**config.mk**
```make
export PLATFORM = sky130hd
export DESIGN_NAME = uart_cmd_parser
export DESIGN_NICKNAME = d
export VERILOG_FILES = /design/src/source/cmd_pkg.sv /design/src/source/cmd_fsm.sv /design/src/source/decimal_accumulator.sv /design/src/source/elem_counter.sv /design/src/source/field_capture.sv /design/src/source/uart_cmd_parser.sv
export VERILOG_INCLUDE_DIRS = /design/src /design/src/source
export SDC_FILE = /design/constraint.sdc
export NUM_CORES = 1
export LEC_CHECK = 0
export BUFFER_PORTS_ARGS = -buffer_cell sky130_fd_sc_hd__buf_4
export CAP_MARGIN = 20
export CORE_MARGIN = 5
export CORE_UTILIZATION = 40
export CTS_CLUSTER_DIAMETER = 100
export DETAILED_ROUTE_END_ITERATION = 8
export GPL_TIMING_DRIVEN = 1
export SKIP_CTS_REPAIR_TIMING = 1
export SYNTH_ARGS = -nofsm -noshare
export SYNTH_HDL_FRONTEND = slang
export SYNTH_SLANG_ARGS = --single-unit
```
**constraint.sdc**
```tcl
create_clock -name clk -period 5.5 [get_ports clk]
set_input_delay 0.275 -clock clk [delete_from_list [all_inputs] [get_ports clk]]
set_output_delay 0.275 -clock clk [all_outputs]
set_load 0.02 [all_outputs]
```
**src/source/cmd_defines.svh**
```systemverilog
`ifndef CMD_DEFINES_SVH
`define CMD_DEFINES_SVH

// ========================================
// field widths
// ========================================
`define CMD_BYTE_W 8   // rx byte and number buffer
`define CMD_DIM_W  3   // matrix dimension m, n
`define CMD_ID_W   4   // matrix id and gen count
`define CMD_CNT_W  5   // element counter

// ========================================
// ascii codes
// ========================================
`define CMD_ASCII_0     8'd48
`define CMD_ASCII_9     8'd57
`define CMD_ASCII_SPACE 8'd32
`define CMD_ASCII_CR    8'd13
`define CMD_ASCII_LF    8'd10

`endif

```
**src/source/cmd_pkg.sv**
```systemverilog
`default_nettype none

`include "cmd_defines.svh"

package cmd_pkg;

    // command grammar states
    typedef enum logic [3:0] {
        IDLE      = 4'd0,
        WAIT_M    = 4'd1,
        WAIT_N    = 4'd2,
        WAIT_DATA = 4'd3,
        WAIT_ID_A = 4'd4,
        WAIT_ID_B = 4'd5,
        DONE      = 4'd6
    } parser_state_t;

    // same encoding as the mode_sel pins
    typedef enum logic [1:0] {
        MODE_NONE  = 2'd0,
        MODE_INPUT = 2'd1,
        MODE_GEN   = 2'd2,
        MODE_OTHER = 2'd3
    } mode_t;

    // one finished number, valid on its delimiter byte only
    typedef struct packed {
        logic                   valid;
        logic [`CMD_BYTE_W-1:0] value;
    } token_t;

    // target field of the current token
    typedef struct packed {
        logic dim_m;
        logic dim_n;
        logic elem;
        logic count;
        logic id_a;
        logic id_b;
        logic done;
    } load_t;

endpackage

`default_nettype wire

```
**src/source/cmd_fsm.sv**
```systemverilog
`timescale 1ns/1ps
`default_nettype none

module cmd_fsm (
    input  wire logic             clk,
    input  wire logic             rst_n,
    input  cmd_pkg::mode_t        mode_sel,
    input  wire logic             start_input,
    input  wire logic             start_gen,
    input  wire logic             in_operand_select,
    input  cmd_pkg::token_t       token,
    input  wire logic             elem_done,
    output cmd_pkg::load_t        load,
    output logic                  acc_clear,
    output logic                  cnt_clear,
    output logic                  count_en
);

    cmd_pkg::parser_state_t state;
    cmd_pkg::parser_state_t next_state;

    // ========================================
    // state register and next state
    // ========================================
    always_ff @(posedge clk or negedge rst_n) begin
        if (!rst_n)
            state <= cmd_pkg::IDLE;
        else
            state <= next_state;
    end

    always_comb begin
        next_state = state;
        case (state)
            cmd_pkg::IDLE: begin
                if (in_operand_select)  // select wins over the starts
                    next_state = cmd_pkg::WAIT_ID_A;
                else if (start_input || start_gen)
                    next_state = cmd_pkg::WAIT_M;
            end
            cmd_pkg::WAIT_M:
                if (token.valid) next_state = cmd_pkg::WAIT_N;
            cmd_pkg::WAIT_N: begin
                if (token.valid) begin
                    if (mode_sel == cmd_pkg::MODE_INPUT || mode_sel == cmd_pkg::MODE_GEN)
                        next_state = cmd_pkg::WAIT_DATA;
                    else
                        next_state = cmd_pkg::DONE;  // no payload for other modes
                end
            end
            cmd_pkg::WAIT_DATA: begin
                case (mode_sel)
                    cmd_pkg::MODE_INPUT: if (elem_done) next_state = cmd_pkg::DONE;
                    cmd_pkg::MODE_GEN:   if (token.valid) next_state = cmd_pkg::DONE;
                    default:             next_state = cmd_pkg::DONE;
                endcase
            end
            cmd_pkg::WAIT_ID_A:
                if (token.valid) next_state = cmd_pkg::WAIT_ID_B;
            cmd_pkg::WAIT_ID_B:
                if (token.valid) next_state = cmd_pkg::DONE;
            cmd_pkg::DONE:
                next_state = cmd_pkg::IDLE;
            default:
                next_state = cmd_pkg::IDLE;
        endcase
    end

    // ========================================
    // field selection for the current token
    // ========================================
    always_comb begin
        load       = '0;
        load.dim_m = token.valid && (state == cmd_pkg::WAIT_M);
        load.dim_n = token.valid && (state == cmd_pkg::WAIT_N);
        load.elem  = token.valid && (state == cmd_pkg::WAIT_DATA) &&
                     (mode_sel == cmd_pkg::MODE_INPUT) && !elem_done;  // extra elements dropped
        load.count = token.valid && (state == cmd_pkg::WAIT_DATA) &&
                     (mode_sel == cmd_pkg::MODE_GEN);
        load.id_a  = token.valid && (state == cmd_pkg::WAIT_ID_A);
        load.id_b  = token.valid && (state == cmd_pkg::WAIT_ID_B);
        load.done  = (state == cmd_pkg::DONE);
    end

    assign acc_clear = (state == cmd_pkg::IDLE);
    assign cnt_clear = (state == cmd_pkg::IDLE);
    assign count_en  = load.elem || (load.count && !elem_done);

    a_state_legal : assert property (@(posedge clk) disable iff (!rst_n)
        state inside {cmd_pkg::IDLE, cmd_pkg::WAIT_M, cmd_pkg::WAIT_N, cmd_pkg::WAIT_DATA,
                      cmd_pkg::WAIT_ID_A, cmd_pkg::WAIT_ID_B, cmd_pkg::DONE});

endmodule

`default_nettype wire

```
**src/source/decimal_accumulator.sv**
```systemverilog
`timescale 1ns/1ps
`default_nettype none

`include "cmd_defines.svh"

module decimal_accumulator (
    input  wire logic                   clk,
    input  wire logic                   rst_n,
    input  wire logic [`CMD_BYTE_W-1:0] rx_data,
    input  wire logic                   rx_valid,
    input  wire logic                   clear,
    output cmd_pkg::token_t             token
);

    logic [`CMD_BYTE_W-1:0] num_buffer;
    logic                   num_building;  // at least one digit seen
    logic [`CMD_BYTE_W-1:0] digit;
    logic                   is_digit;
    logic                   is_delim;

    // ========================================
    // byte classification
    // ========================================
    assign is_digit = (rx_data >= `CMD_ASCII_0) && (rx_data <= `CMD_ASCII_9);
    assign is_delim = (rx_data == `CMD_ASCII_SPACE) ||
                      (rx_data == `CMD_ASCII_CR) ||
                      (rx_data == `CMD_ASCII_LF);
    assign digit    = rx_data - `CMD_ASCII_0;

    // token leaves on the delimiter byte with no register stage
    assign token.valid = rx_valid && is_delim;
    assign token.value = num_buffer;

    always_ff @(posedge clk or negedge rst_n) begin
        if (!rst_n) begin
            num_buffer   <= '0;
            num_building <= 1'b0;
        end else if (clear || token.valid) begin
            num_buffer   <= '0;
            num_building <= 1'b0;
        end else if (rx_valid && is_digit) begin
            // wraps mod 256
            num_buffer   <= (num_building ? num_buffer * 8'd10 : '0) + digit;
            num_building <= 1'b1;
        end
        // any other byte is junk and leaves the buffer alone
    end

    // buffer stays zero until a number starts
    a_idle_buffer_zero : assert property (@(posedge clk) disable iff (!rst_n)
        !num_building |-> num_buffer == '0);

endmodule

`default_nettype wire

```
**src/source/elem_counter.sv**
```systemverilog
`timescale 1ns/1ps
`default_nettype none

`include "cmd_defines.svh"

module elem_counter (
    input  wire logic                 clk,
    input  wire logic                 rst_n,
    input  wire logic                 clear,
    input  wire logic                 count_en,
    input  wire logic                 load_total,
    input  wire logic [`CMD_DIM_W-1:0] dim_m,
    input  wire logic [`CMD_DIM_W-1:0] dim_n_value,
    output logic                      elem_done
);

    logic [`CMD_CNT_W-1:0]   elem_cnt;
    logic [`CMD_CNT_W-1:0]   elem_total;
    logic [2*`CMD_DIM_W-1:0] product;     // full m*n
    logic                    below_total;

    assign product     = dim_m * dim_n_value;
    assign below_total = elem_cnt < elem_total;
    assign elem_done   = !below_total;

    always_ff @(posedge clk or negedge rst_n) begin
        if (!rst_n) begin
            elem_cnt   <= '0;
            elem_total <= '0;
        end else if (clear) begin  // held in IDLE
            elem_cnt   <= '0;
            elem_total <= '0;
        end else begin
            if (load_total)
                elem_total <= product[`CMD_CNT_W-1:0];  // counter-wide total
            if (count_en && below_total)
                elem_cnt <= elem_cnt + 1'b1;
        end
    end

    // the FSM must stop counting once the total is reached
    a_no_count_past_total : assert property (@(posedge clk) disable iff (!rst_n)
        count_en |-> !elem_done);

endmodule

`default_nettype wire

```
**src/source/field_capture.sv**
```systemverilog
`timescale 1ns/1ps
`default_nettype none

`include "cmd_defines.svh"

module field_capture (
    input  wire logic                   clk,
    input  wire logic                   rst_n,
    input  cmd_pkg::token_t             token,
    input  cmd_pkg::load_t              load,
    output logic [`CMD_DIM_W-1:0]       dim_m,
    output logic [`CMD_DIM_W-1:0]       dim_n,
    output logic [`CMD_BYTE_W-1:0]      elem_data,
    output logic [`CMD_ID_W-1:0]        count,
    output logic [`CMD_ID_W-1:0]        user_id_a,
    output logic [`CMD_ID_W-1:0]        user_id_b,
    output logic                        write_en,
    output logic                        user_input_valid,
    output logic                        data_ready
);

    // ========================================
    // field registers
    // ========================================
    always_ff @(posedge clk or negedge rst_n) begin
        if (!rst_n) begin
            dim_m     <= '0;
            dim_n     <= '0;
            elem_data <= '0;
            count     <= '0;
            user_id_a <= '0;
            user_id_b <= '0;
        end else begin
            if (load.dim_m)
                dim_m <= token.value[`CMD_DIM_W-1:0];  // low bits only
            if (load.dim_n)
                dim_n <= token.value[`CMD_DIM_W-1:0];
            if (load.elem)
                elem_data <= token.value;
            if (load.count)
                count <= token.value[`CMD_ID_W-1:0];
            if (load.id_a)
                user_id_a <= token.value[`CMD_ID_W-1:0];
            if (load.id_b)
                user_id_b <= token.value[`CMD_ID_W-1:0];
        end
    end

    // ========================================
    // one-cycle strobes
    // ========================================
    always_ff @(posedge clk or negedge rst_n) begin
        if (!rst_n) begin
            write_en         <= 1'b0;
            user_input_valid <= 1'b0;
            data_ready       <= 1'b0;
        end else begin
            write_en         <= load.elem;   // same edge as elem_data
            user_input_valid <= load.id_b;   // both ids present by now
            data_ready       <= load.done;
        end
    end

endmodule

`default_nettype wire

```
**src/source/uart_cmd_parser.sv**
```systemverilog
`timescale 1ns/1ps
`default_nettype none

`include "cmd_defines.svh"

module uart_cmd_parser (
    input  wire logic                   clk,
    input  wire logic                   rst_n,
    input  wire logic [`CMD_BYTE_W-1:0] rx_data,
    input  wire logic                   rx_valid,
    input  wire logic [1:0]             mode_sel,
    input  wire logic                   start_input,
    input  wire logic                   start_gen,
    input  wire logic                   in_operand_select,
    output logic [`CMD_DIM_W-1:0]       dim_m,
    output logic [`CMD_DIM_W-1:0]       dim_n,
    output logic [`CMD_BYTE_W-1:0]      elem_data,
    output logic [`CMD_ID_W-1:0]        count,
    output logic [`CMD_ID_W-1:0]        user_id_a,
    output logic [`CMD_ID_W-1:0]        user_id_b,
    output logic                        write_en,
    output logic                        user_input_valid,
    output logic                        data_ready
);

    cmd_pkg::token_t token;
    cmd_pkg::load_t  load;
    logic            acc_clear;
    logic            cnt_clear;
    logic            count_en;
    logic            elem_done;

    // ========================================
    // byte stream to numbers
    // ========================================
    decimal_accumulator acc_i (
        .clk(clk), .rst_n(rst_n), .rx_data(rx_data), .rx_valid(rx_valid),
        .clear(acc_clear), .token(token)
    );

    cmd_fsm fsm_i (
        .clk(clk), .rst_n(rst_n), .mode_sel(cmd_pkg::mode_t'(mode_sel)),
        .start_input(start_input), .start_gen(start_gen),
        .in_operand_select(in_operand_select), .token(token), .elem_done(elem_done),
        .load(load), .acc_clear(acc_clear), .cnt_clear(cnt_clear), .count_en(count_en)
    );

    // total is m from the register times n straight off the token
    elem_counter cnt_i (
        .clk(clk), .rst_n(rst_n), .clear(cnt_clear), .count_en(count_en),
        .load_total(load.dim_n), .dim_m(dim_m),
        .dim_n_value(token.value[`CMD_DIM_W-1:0]), .elem_done(elem_done)
    );

    field_capture cap_i (
        .clk(clk), .rst_n(rst_n), .token(token), .load(load),
        .dim_m(dim_m), .dim_n(dim_n), .elem_data(elem_data), .count(count),
        .user_id_a(user_id_a), .user_id_b(user_id_b), .write_en(write_en),
        .user_input_valid(user_input_valid), .data_ready(data_ready)
    );

endmodule

`default_nettype wire

```
# Word-level counts from Yosys, hierarchy flattened
# Index checks and enable logic that the tools add are counted.
[op_classes] addsub=3 n_mul=2 n_lt_le_gt_ge=3 n_eq_ne=16 n_mux=19 reduce_logical=24
[ops] op="$mux 4" count=7
[ops] op="$mux 8" count=3
[ops] op="$pmux 4 s6" count=1
[ops] op="$mux 5" count=4
[ops] op="$eq 8x4->1 const B" count=2
[ops] op="$logic_and 1x1->1" count=13
[ops] op="$eq 4x3->1 const B" count=3
[ops] op="$add 8x8->8" count=1
[ops] op="$eq 4x2->1 const B" count=2
[ops] op="$eq 8x6->1 const B" count=1
[ops] op="$ge 8x6->1 const B" count=1
[ops] op="$le 8x6->1 const B" count=1
[ops] op="$mul 8x3->7 const B" count=1
[ops] op="$pmux 4 s2" count=1
[ops] op="$sub 8x6->8 const B" count=1
[ops] op="$logic_or 1x1->1" count=6
[ops] op="$ne 2x2->1 const B" count=3
[ops] op="$reduce_bool 2->1" count=3
[ops] op="$add 5x1->5 const B" count=1
[ops] op="$lt 5x5->1" count=1
[ops] op="$mul 3x3->5" count=1
[ops] op="$reduce_and 5->1" count=1
[ops] op="$eq 4x1->1 const B" count=1
[ops] op="$logic_not 4->1" count=1
[ops] op="other kinds (6)" count=7
[totals] regBits=52 output_inout_bits=29 word_cells=81

# Logic depth before layout (Yosys ltp)
# Gate-level depths: netlist (run 1).
[depth] depth_word=11 mapped_depth=11

# Modules after synthesis
# From an unflattened synthesis (run 1), not the netlist that was laid out.
[unflattened] cells_unflattened=293 area_unflattened_um2=3173.0
[by_module_without_submodules] mod="field_capture" instances=1 cells_each=56 area_per_inst_um2=1059.8 seq_area_each_um2=725.7
[by_module_without_submodules] mod="decimal_accumulator" instances=1 cells_each=101 area_per_inst_um2=904.6 seq_area_each_um2=225.2
[by_module_without_submodules] mod="elem_counter" instances=1 cells_each=77 area_per_inst_um2=732.0 seq_area_each_um2=250.2
[by_module_without_submodules] mod="cmd_fsm" instances=1 cells_each=59 area_per_inst_um2=476.7 seq_area_each_um2=100.1

# Least setup slack after synthesis (run 1)
# No wires, ideal clock.
[synth_path] kind="reg-to-reg" from="reg acc_i.num_buffer[3]" to="reg acc_i.num_buffer[7]" setup_time_ns=0.121 arrival_ns=2.912 t_required_ns=5.379 slack_ns=2.467 path_stages_with_launch=12 n_path_buf=0 period_less_slack_ns=3.033 path_cell_list="dfrtp_1 -> ha_1 -> ha_1 -> fa_1 -> and2_1 -> ha_1 -> ha_1 -> o21ai_0 -> o21bai_1 -> a21oi_1 -> xnor3_1 -> a22o_1"
[synth_via] elab_chain_cells=5
[synth_lines] item="start: declaration" line="decimal_accumulator.sv:15" rtl="logic [`CMD_BYTE_W-1:0] num_buffer;"
[synth_lines] item="start signal: assignment" line="decimal_accumulator.sv:43" rtl="num_buffer <= (num_building ? num_buffer * 8'd10 : '0) + digit;"
[synth_lines] item="$mul 8x3->7" line="decimal_accumulator.sv:43"
[synth_lines] item="$mux 8" line="decimal_accumulator.sv:43"
[synth_lines] item="$add 8x8->8" line="decimal_accumulator.sv:43"
[synth_lines] item="$mux 8" line="decimal_accumulator.sv:41" rtl="end else if (rx_valid && is_digit) begin"
[synth_lines] item="$mux 8" line="decimal_accumulator.sv:38" rtl="end else if (clear || token.valid) begin"
# Every way passes these cells. The select of a mux whose other input is x is not followed.
# A chain may end at the register's enable or synchronous reset.

# Final worst setup path (run 1)
[layout_path] from="reg acc_i.num_buffer[1]" to="reg acc_i.num_buffer[7]"
# Same word-level chain as after synthesis.

==> results.md, run 1 <==
- DR WL/cell: 15.5 um
- Peak supply drop: 0.000129 V
- First-pass iteration count of the detailed router: 4
- Initial antenna violation count: 0
- Die Wd: 98.2 um
- Clk root buf: clkbuf_8
- Synth async-reset ratio: 100%
- Fmax: 299 MHz
- Final Hold Violating Endpoints: 43
- Placed Area: 3520 um^2
- Initial Util: 40.7%
- Num CTS Buffers: 5
- Pre-CTS WS: 2.17 ns
- Final Util: 47.3%
- Setup slack after layout: 2.15 ns
- Ys flop type: dfrtp_1
- Number of cells on the worst reg-to-reg path: 11
- Pin count of the biggest net entering global routing: 53
- Metal3 WL: 262 um
- Fin crit period: 3.35 ns
- Top layer reached by signal wires: met4
- Outcome: finished, violations left
- CTS tree: done
- Area of the multi-input gates: 1690 um^2
- Met1 WL: 3140 um
- Post-synth EDFFs: 0
- Num rows: 32
- Layout Skew: 0.0145 ns
- CTS sink cnt: 52
- Critical path required time: 5.71 ns
- Failing checks: negative hold slack
- Clock Pin Slew Worst Setup and Hold Paths: 0.11 ns
- Port Buffer Count: 44
- Met2 wire length: 3140 um
- DRC viols: 0
- Area of the core: 7650 um^2
- Worst hold slack: -0.0239 ns
- Number of vias in the routed layout: 2173
- Crit path DAT: 3.55 ns
- Worst skew pair latency: 0.32 ns
- First-pass GRT wire length: 11500 um
- Die Height: 98.2 um
- Final Cycle Share: 60.8%
- Layout cells sized above 1: 27.8%
- Leak Pwr: 0.00183 uW
- WS Path Type: flop to flop
- Syn. warnings: 0
- Fillcell total: 738
- Vias per inst: 5.10
- Rel. slew slack: 29.9%
- Number of nets still failing antenna checks after routing: 0
- Final TNS setup: 0 ns
- Post-synthesis cell count: 283
- DP HPWL: 4810 um
- Post-layout nets: 371
- Post-route cell area: 3620 um^2
- Max-slew violations: 0
- DR iter-0 viols: 73
- Slew @ Worst Pin: 1.04 ns
- Worst Hold Class: primary input to async pin
- GPL Wtd Cong: 0.827
- Clk buf depth: 2
- Crit. End Element: flop
- Vias in the first global route: 2306
- Count of cell types in the netlist: 47
- Unrepaired setup endpoints after global routing: no
- Area delta synth->final: 16.4%
- Pwr Density: 241 nW/um^2
- Yosys reg bits: 52
- H-tree levels: 2
- GRT Total Usage: 14.5%
- GR Overflow Total: 0
- Synth Net Count: 331
- Worst-path maximum fanout: 12
- Startpoint Class: flop
- FF-to-FF setup slack: 2.15 ns
- DIE AREA: 9640 um^2
- Syn_area_per_cell: 11.0 um^2
- Final-report setup violation count: 0
- Max-cap check violation count: 0
- Post-synthesis sequential area ratio: 41.9%
- FF+latch area: 1300 um^2
- Post-Route WL: 6620 um
- Diode count: 0
- IO Pins: 45
- Mapped Area: 3110 um^2
## Yosys cell counts (6+ instances only)
cell | number | area share [%]
nor2_1 | 10 | 1.2
dfrtp_1 | 52 | 42
nand3_1 | 7 | 1.1
a22o_1 | 9 | 2.5
ha_1 | 28 | 11
mux2i_1 | 7 | 2.3
o21ai_0 | 11 | 1.8
inv_1 | 19 | 2.3
a21oi_1 | 13 | 2.1
mux2_2 | 29 | 11
and2_1 | 11 | 2.2
clkbuf_1 | 6 | 0.72
nand2_1 | 19 | 2.3
## worst max-delay path: stages (launching register included)
cell,delay (ns)
dfrtp_1,0.53
ha_1,0.35
ha_1,0.23
fa_1,0.44
and2_1,0.17
ha_1,0.27
ha_1,0.33
o21ai_0,0.10
o21bai_1,0.09
a21oi_1,0.15
xnor3_1,0.39
a22o_1,0.20
## area by class of cell
type | count | area share [%]
clock inverters | 3 | 0.795
multi-input cells | 201 | 46.7
repair buffers | 44 | 9.13
inverters | 19 | 1.97
well taps | 102 | 3.53
flip-flops and latches | 52 | 35.9
clock buffers | 5 | 1.90
## cells in the final DEF (no fill, tap or decap), types with 2 or more instances in the layout
cell / Yosys / layout
nor2b_1: 2 / 2
nand4_1: 4 / 4
nor4_1: 2 / 2
buf_4: 0 / 44
o21ai_0: 11 / 11
inv_6: 0 / 2
clkbuf_8: 0 / 5
a21oi_1: 13 / 13
fa_1: 4 / 4
xnor2_1: 5 / 5
and2_1: 11 / 11
xor2_1: 3 / 3
nand3_1: 7 / 7
dfrtp_1: 52 / 52
or2_2: 2 / 2
mux2i_1: 7 / 7
ha_1: 28 / 28
a22o_1: 9 / 9
a21o_1: 3 / 3
nor3_1: 3 / 3
mux2_2: 29 / 29
a211oi_1: 4 / 4
nor2_1: 10 / 10
nor4_2: 2 / 2
inv_1: 19 / 19
xnor3_1: 2 / 2
nor3b_1: 2 / 2
nand2_1: 19 / 19
## through the flow
stage	power, uW	std cells
finish	871	426
global route	931	426
CTS	882	426
detailed placement	640	418
global placement	638	418
floorplan	585	283
## per-layer routing
layer  GRT usage [%]  up-vias
met5               0        -
met4            4.20        0
met3            3.00        7
met2            23.5       39
met1            19.7     1042
li1                -     1085
## kinds of logic after synthesis
kind of cell	count (synthesis)	share of synthesized area, %
AO/OA/AOI/OAI	49	10.4
XOR/XNOR	10	3.70
adder cells (fa/ha/maj)	32	13.8
buffers and inverters	30	3.74
flip-flops	52	41.9
multiplexers	36	12.8
other	1	0.121
AND/OR/NAND/NOR	73	13.6
## registers in the layout (all words and copies together), names as in the netlist
name,cells
cap_i.write_en,1
acc_i.num_buffer,8
acc_i.num_building,1
cap_i.user_input_valid,1
cap_i.user_id_b,4
cap_i.user_id_a,4
cap_i.dim_m,3
cap_i.dim_n,3
fsm_i.state,4
cap_i.elem_data,8
cnt_i.elem_total,5
cap_i.data_ready,1
cnt_i.elem_cnt,5
cap_i.count,4
## final timing paths
kind                                             to                start
worst min register to register  acc_i.num_buffer[7]  acc_i.num_buffer[7]
worst min-delay path              cnt_i.elem_cnt[3]                rst_n
max in group asynchronous       acc_i.num_buffer[2]                rst_n
min in group clk                acc_i.num_buffer[0]           rx_data[0]
worst max-delay path            acc_i.num_buffer[7]  acc_i.num_buffer[1]
worst max register to register  acc_i.num_buffer[7]  acc_i.num_buffer[1]
## power by group
part	internal (uW)	total, uW	switching, uW	leakage [uW]
logic	80.7	184	104	0.00105
clock network	96.4	238	142	0.0000511
registers	398	449	51.1	0.000721
total	575	871	297	0.00183
(Power assumes the default switching activity.)
==> inputs of run 2 (changes only) <==
==> constraint.sdc (replaced) <==
create_clock -name clk -period 3.1 [get_ports clk]
set_input_delay 0.155 -clock clk [delete_from_list [all_inputs] [get_ports clk]]
set_output_delay 0.155 -clock clk [all_outputs]
set_load 0.02 [all_outputs]
==> run 2 against run 1 <==
Net effect:
- the run now ends clean
- sequential power up 69%
- cell count up 2.3%
- clock power up 71%
- non-clock buffer count up 10
- critical path depth unchanged
- largest cell class unchanged
- largest power group unchanged
==> results.md, run 2 (synthesized netlist as in run 1, its figures left out) <==
- Outcome: finished clean
- Diode count: 0 (unchanged)
- Vias in the first global route: 2293 (-0.56%)
- Vias per inst: 5.20 (+1.9%)
- FF+latch area: 1300 um^2 (unchanged)
- Worst Hold Class: primary input to flop
- Crit. End Element: flop
- FF-to-FF setup slack: 0.14 ns (-2.01 ns)
- Fmax: 338 MHz (+13%)
- Area of the core: 7650 um^2 (unchanged)
- Peak supply drop: 0.000188 V (+46%)
- Flop pwr share: 48.3% (-3.2 points)
- Hold Path Origin: rx_data[0]
- Slew @ Worst Pin: 0.678 ns (-0.366 ns)
- Number of cells on the worst reg-to-reg path: 11 (unchanged)
- Final Cycle Share: 95.4% (+35 points)
- Top Registers: acc_i.num_buffer x8, cap_i.elem_data x8
- CTS sink cnt: 52 (unchanged)
- Fillcell total: 718 (-2.7%)
- Worst skew pair latency: 0.32 ns (about the same)
- DIE AREA: 9640 um^2 (unchanged)
- Clk buf depth: 2 (unchanged)
- Area delta synth->final: 18.9%
- Number of vias in the routed layout: 2267 (+4.3%)
- Final std cells w/o fill: 436 (+2.3%)
- IO Pins: 45 (unchanged)
- CTS tree: done
- Combinational share of power: 25.8% (+4.7 points)
- Post-layout nets: 381 (+2.7%)
- DP HPWL: 4990 um (+3.5%)
- Unrepaired setup endpoints after global routing: no
- Setup slack after layout: 0.143 ns (-2.01 ns)
- DRC viols: 0 (unchanged)
- Pin count of the biggest net entering global routing: 53 (unchanged)
- Pre-CTS WS: -0.0188 ns (-2.19 ns)
- Clock Pin Slew Worst Setup and Hold Paths: 0.09 ns (-0.02 ns)
- Layout cells sized above 1: 29.9% (+2.2 points)
- Placed Area: 3590 um^2 (+1.9%)
- Max-cap check violation count: 0 (unchanged)
- GPL Wtd Cong: 0.788 (-4.7%)
- Fin crit period: 2.96 ns (-0.389 ns)
- Initial antenna violation count: 0 (unchanged)
- Pwr Density: 426 nW/um^2 (+77%)
- Switching Fraction: 33.7% (-0.40 points)
- Die Wd: 98.2 um (unchanged)
- Max-slew violations: 0 (unchanged)
- Die Height: 98.2 um (unchanged)
- Num rows: 32 (unchanged)
- Leak Pwr: 0.00187 uW (+2.6%)
- Area of the multi-input gates: 1690 um^2 (+0.15%)
- Number of nets still failing antenna checks after routing: 0 (unchanged)
- P_sw: 530 uW (+79%)
- Worst-path maximum fanout: 2 (-10)
- Layout Skew: 0.0138 ns (-0.000754 ns)
- Worst hold slack: 0.0969 ns (+0.121 ns)
- GRT Total Usage: 14.4% (-0.098 points)
- Hold Path End: acc_i.num_buffer[0]
- Initial Util: 40.7% (unchanged)
- Num CTS Buffers: 5 (unchanged)
- Final TNS setup: 0 ns (unchanged)
- H-tree levels: 2 (unchanged)
- Startpoint Class: flop
- FF-to-FF End: acc_i.num_buffer[7]
- Crit path DAT: 3.16 ns (-0.39 ns)
- Cell Int Power: 1050 uW (+82%)
- Hold Path Depth: 2
- Final-report setup violation count: 0 (unchanged)
- GR Overflow Total: 0 (unchanged)
- First-pass GRT wire length: 11300 um (-1.2%)
- Rel. slew slack: 54.5% (+25 points)
- FF-to-FF Start: acc_i.num_buffer[1]
- Post-Route WL: 6740 um (+1.8%)
- Clock share of power: 25.9% (-1.5 points)
- Post-route cell area: 3700 um^2 (+2.1%)
- Commonest cells after routing, fill and taps aside: buf_4, dfrtp_1, mux2_2, ha_1
- Port Buffer Count: 44 (unchanged)
- First-pass iteration count of the detailed router: 4 (unchanged)
- Final Hold Violating Endpoints: 0 (-100%)
- DR WL/cell: 15.4 um (-0.57%)
- WS Path Type: flop to flop
- Critical path required time: 3.30 ns (-2.41 ns)
- Most common cell after layout, fill and taps aside: buf_4
- Placed cells: 427 (+2.2%)
- Clk root buf: clkbuf_8
- DR iter-0 viols: 76 (+4.1%)
[run 2: cell types whose count changed in the layout (fill, tap and decap cells not counted), sizes merged]
| cell | change |
|---|---|
| inv | -2 |
| buf | +9 |
| clkinv | +2 |
| dlygate4sd3 | +1 |
[run 2: worst max-delay path by stage]
stage	start	to	slack (ns)	depth (start not counted)
after global routing	acc_i.num_buffer[1]	acc_i.num_buffer[7]	0.03	11
after CTS	acc_i.num_buffer[1]	acc_i.num_buffer[7]	-0.04	11
final	acc_i.num_buffer[1]	acc_i.num_buffer[7]	0.14	11
after detailed placement	acc_i.num_buffer[1]	acc_i.num_buffer[7]	-0.02	11
after floorplan	acc_i.num_buffer[3]	acc_i.num_buffer[7]	0.07	11
after global placement	acc_i.num_buffer[1]	acc_i.num_buffer[7]	0.07	11
[run 2: power groups by stage]
stage	logic [uW]	clock network, uW	registers [uW]
after global placement	399	0	772
after global routing	448	451	767
after detailed placement	403	0	772
after CTS	403	424	760
after floorplan	301	0	737
final	406	408	761
[run 2: per-layer routing]
metal / part of all wire, % / wire length (um) / track usage, % / vias up
met3: 5.0 / 336 / 3.07 / 7
li1: - / - / - / 1109
met5: 0 / 0 / 0 / -
met4: 1.1 / 74 / 3.47 / 0
met1: 47 / 3160 / 19.8 / 1101
met2: 47 / 3170 / 23.4 / 50
[run 2: through the flow]
step                util [%]  total power [uW]
floorplan                  -              1040
global placement        46.9              1170
detailed placement      46.9              1180
CTS                     48.2              1590
global route            48.3              1670
finish                  48.3              1580
[run 2: area by class of cell]
type,instances,share of cell area (%)
clock inverters,3,0.711
inverters,19,1.93
flip-flops and latches,52,35.2
well taps,102,3.45
clock buffers,5,1.86
multi-input cells,201,45.8
repair buffers,54,11.0
[run 2: worst max-delay path: stages (launching register included)]
cell and delay, ns:
dfrtp_1 0.40, ha_1 0.30, ha_2 0.20, fa_1 0.43
and2_1 0.17, ha_1 0.27, ha_1 0.31, o21ai_0 0.08
o21bai_1 0.08, a21oi_1 0.18, xnor3_1 0.22, a22o_1 0.21
==> inputs of run 3 (changes only) <==
--- a/config.mk
+++ b/config.mk
@@ -8,6 +8,7 @@
 export LEC_CHECK = 0
 export BUFFER_PORTS_ARGS = -buffer_cell sky130_fd_sc_hd__buf_4
 export CAP_MARGIN = 20
+export CORE_ASPECT_RATIO = 0.9
 export CORE_MARGIN = 5
 export CORE_UTILIZATION = 40
 export CTS_CLUSTER_DIAMETER = 100
==> run 3 against run 2 <==
Net effect:
- via count is 0.97% lower
- worst setup slack got worse by 0.012 ns
- count of clock-buffer cells in the layout grew 1
- non-clock buffer count did not move
- highest routed layer unchanged
- critical endpoint unchanged
- combinational power fell by 9.4%
==> results.md, run 3 (synthesized netlist as in run 1, its figures left out) <==
- Diode count: 0 (unchanged)
- Layout Skew: 0.0134 ns (-0.000407 ns)
- Met3 usage in global routing: 3.06% (-0.014 points)
- CP max stage delay: 0.42 ns (about the same)
- Pre-CTS WS: -0.0238 ns (-0.00493 ns)
- Post-layout nets: 381 (unchanged)
- Slowest cell on the critical path: fa_1
- Worst Hold Class: primary input to flop
- GR met1 Demand/Resource: 21.4% (+1.7 points)
- GR Overflow Total: 0 (unchanged)
- WS Path Type: flop to flop
- Die Height: 93.6 um (-4.6%)
- Worst skew pair latency: 0.31 ns (about the same)
- Fin crit period: 2.97 ns (+0.0119 ns)
- Post-route cell area: 3690 um^2 (-0.24%)
- CTS sink cnt: 52 (unchanged)
- Startpoint Class: flop
- Num CTS Buffers: 5 (unchanged)
- Max-slew violations: 0 (unchanged)
- IO Pins: 45 (unchanged)
- First-pass iteration count of the detailed router: 4 (unchanged)
- DR WL/cell: 16.0 um (+3.6%)
- Rel. slew slack: 55.5% (+1.0 points)
- Top Registers: acc_i.num_buffer x8, cap_i.elem_data x8
- Pwr Density: 424 nW/um^2 (-0.43%)
- Clk root buf: clkbuf_8
- Num rows: 30 (-6.3%)
- Clock Pin Slew Worst Setup and Hold Paths: 0.10 ns (about the same)
- Post-Route WL: 6880 um (+2.1%)
- Vias per inst: 5.22 (+0.41%)
- Outcome: finished clean
- Slew @ Worst Pin: 0.668 ns (-0.0101 ns)
- Leak Pwr: 0.00188 uW (+0.33%)
- Most common cell after layout, fill and taps aside: buf_4
- Crit path buf inv count: 0 (unchanged)
- Initial Util: 41.2% (+0.55 points)
- DRC viols: 0 (unchanged)
- Commonest cells after routing, fill and taps aside: buf_4, dfrtp_1, mux2_2, ha_1
- Clk buf depth: 2 (unchanged)
- Unrepaired setup endpoints after global routing: no
- CP top delay family: adder cells
- DIE AREA: 9640 um^2 (about the same)
- Critical path required time: 3.30 ns (about the same)
- DP HPWL: 5110 um (+2.5%)
- Initial antenna violation count: 0 (unchanged)
- CP cell instances: ha_1, ha_1, fa_1, and2_1, ha_1, ha_1, o21ai_0, o21bai_1, a21oi_1, xnor3_1, a22o_1
- Crit path DAT: 3.17 ns (about the same)
- Final Hold Violating Endpoints: 0 (unchanged)
- GPL Wtd Cong: 0.823 (+4.4%)
- Final-report setup violation count: 0 (unchanged)
- Number of nets still failing antenna checks after routing: 0 (unchanged)
- Worst-path maximum fanout: 2 (unchanged)
- Crit. End Element: flop
- Final Cycle Share: 95.8% (+0.38 points)
- Area of the core: 7540 um^2 (-1.3%)
- Pin count of the biggest net entering global routing: 53 (unchanged)
- CTS tree: done
- Vias in the first global route: 2259 (-1.5%)
- Area delta synth->final: 18.6%
- First-pass GRT wire length: 11300 um (-0.24%)
- Fmax: 337 MHz (-0.40%)
- Final Util: 48.9% (+0.54 points)
- Met2 Use GR: 23.1% (-0.27 points)
- Layout cells sized above 1: 29.6% (-0.30 points)
- H-tree levels: 2 (unchanged)
- Setup slack after layout: 0.131 ns (-0.0119 ns)
- GRT Total Usage: 15.0% (+0.59 points)
- Peak supply drop: 0.000210 V (+12%)
- Placed Area: 3580 um^2 (-0.21%)
- Max-cap check violation count: 0 (unchanged)
- Crit-path most repeated cell: ha_1
- DR iter-0 viols: 65 (-14%)
- Design Power: 1570 uW (-0.66%)
- GR peak layer: met2
- Final TNS setup: 0 ns (unchanged)
- Port Buffer Count: 44 (unchanged)
- Die Wd: 103 um (+4.9%)
- Number of vias in the routed layout: 2245 (-0.97%)
## run 3: cell count changes in the layout (fill, tap and decap cells not counted), sizes merged
cell    change
clkbuf      +1
clkinv      -1
## run 3: worst register-to-register path, cell delays in order, from the launching register on
cell	delay (ns)
dfrtp_1	0.40
ha_1	0.29
ha_1	0.22
fa_1	0.42
and2_1	0.16
ha_1	0.28
ha_1	0.32
o21ai_0	0.08
o21bai_1	0.08
a21oi_1	0.16
xnor3_1	0.23
a22o_1	0.20
## run 3: per-layer routing
metal  vias to the layer above  share of wire (%)  routed length (um)
met3                         4                4.3                 293
met1                      1094                 50                3460
met4                         0               0.83                  57
met5                         -                  0                   0
li1                       1107                  -                   -
met2                        40                 45                3070
## run 3: worst paths after layout
path	from	depth (start not counted)	endpoint	slack (ns)
worst max-delay path	acc_i.num_buffer[1]	11	acc_i.num_buffer[7]	0.13
worst min-delay path	rx_data[0]	2	acc_i.num_buffer[0]	0.12
worst max register to register	acc_i.num_buffer[1]	11	acc_i.num_buffer[7]	0.13
worst min register to register	cap_i.dim_n[1]	1	cap_i.dim_n[1]	0.52
max in group asynchronous	rst_n	2	cap_i.elem_data[7]	2.22
min in group asynchronous	rst_n	2	cnt_i.elem_cnt[3]	0.41
## run 3: area by class of cell
class,instances,area (um^2)
timing repair buffer,54,408
fill,730,3860
inverter,19,71.3
clock inverter,2,13.8
multi-input combinational,201,1690
tap,96,120
sequential,52,1300
clock buffer,6,82.6
## run 3: power breakdown
| part | switching, uW | internal (uW) |
|---|---|---|
| sequential | 80.8 | 705 |
| clock | 228 | 183 |
| combinational | 202 | 166 |
## run 3: stage by stage
| step | hold WS, ns | instances |
|---|---|---|
| final | 0.118 | 430 |
| after global routing | 0.106 | 430 |
| after CTS | -0.109 | 429 |
| after detailed placement | 0.240 | 421 |
| after global placement | 0.234 | 421 |
| after floorplan | -0.141 | 283 |
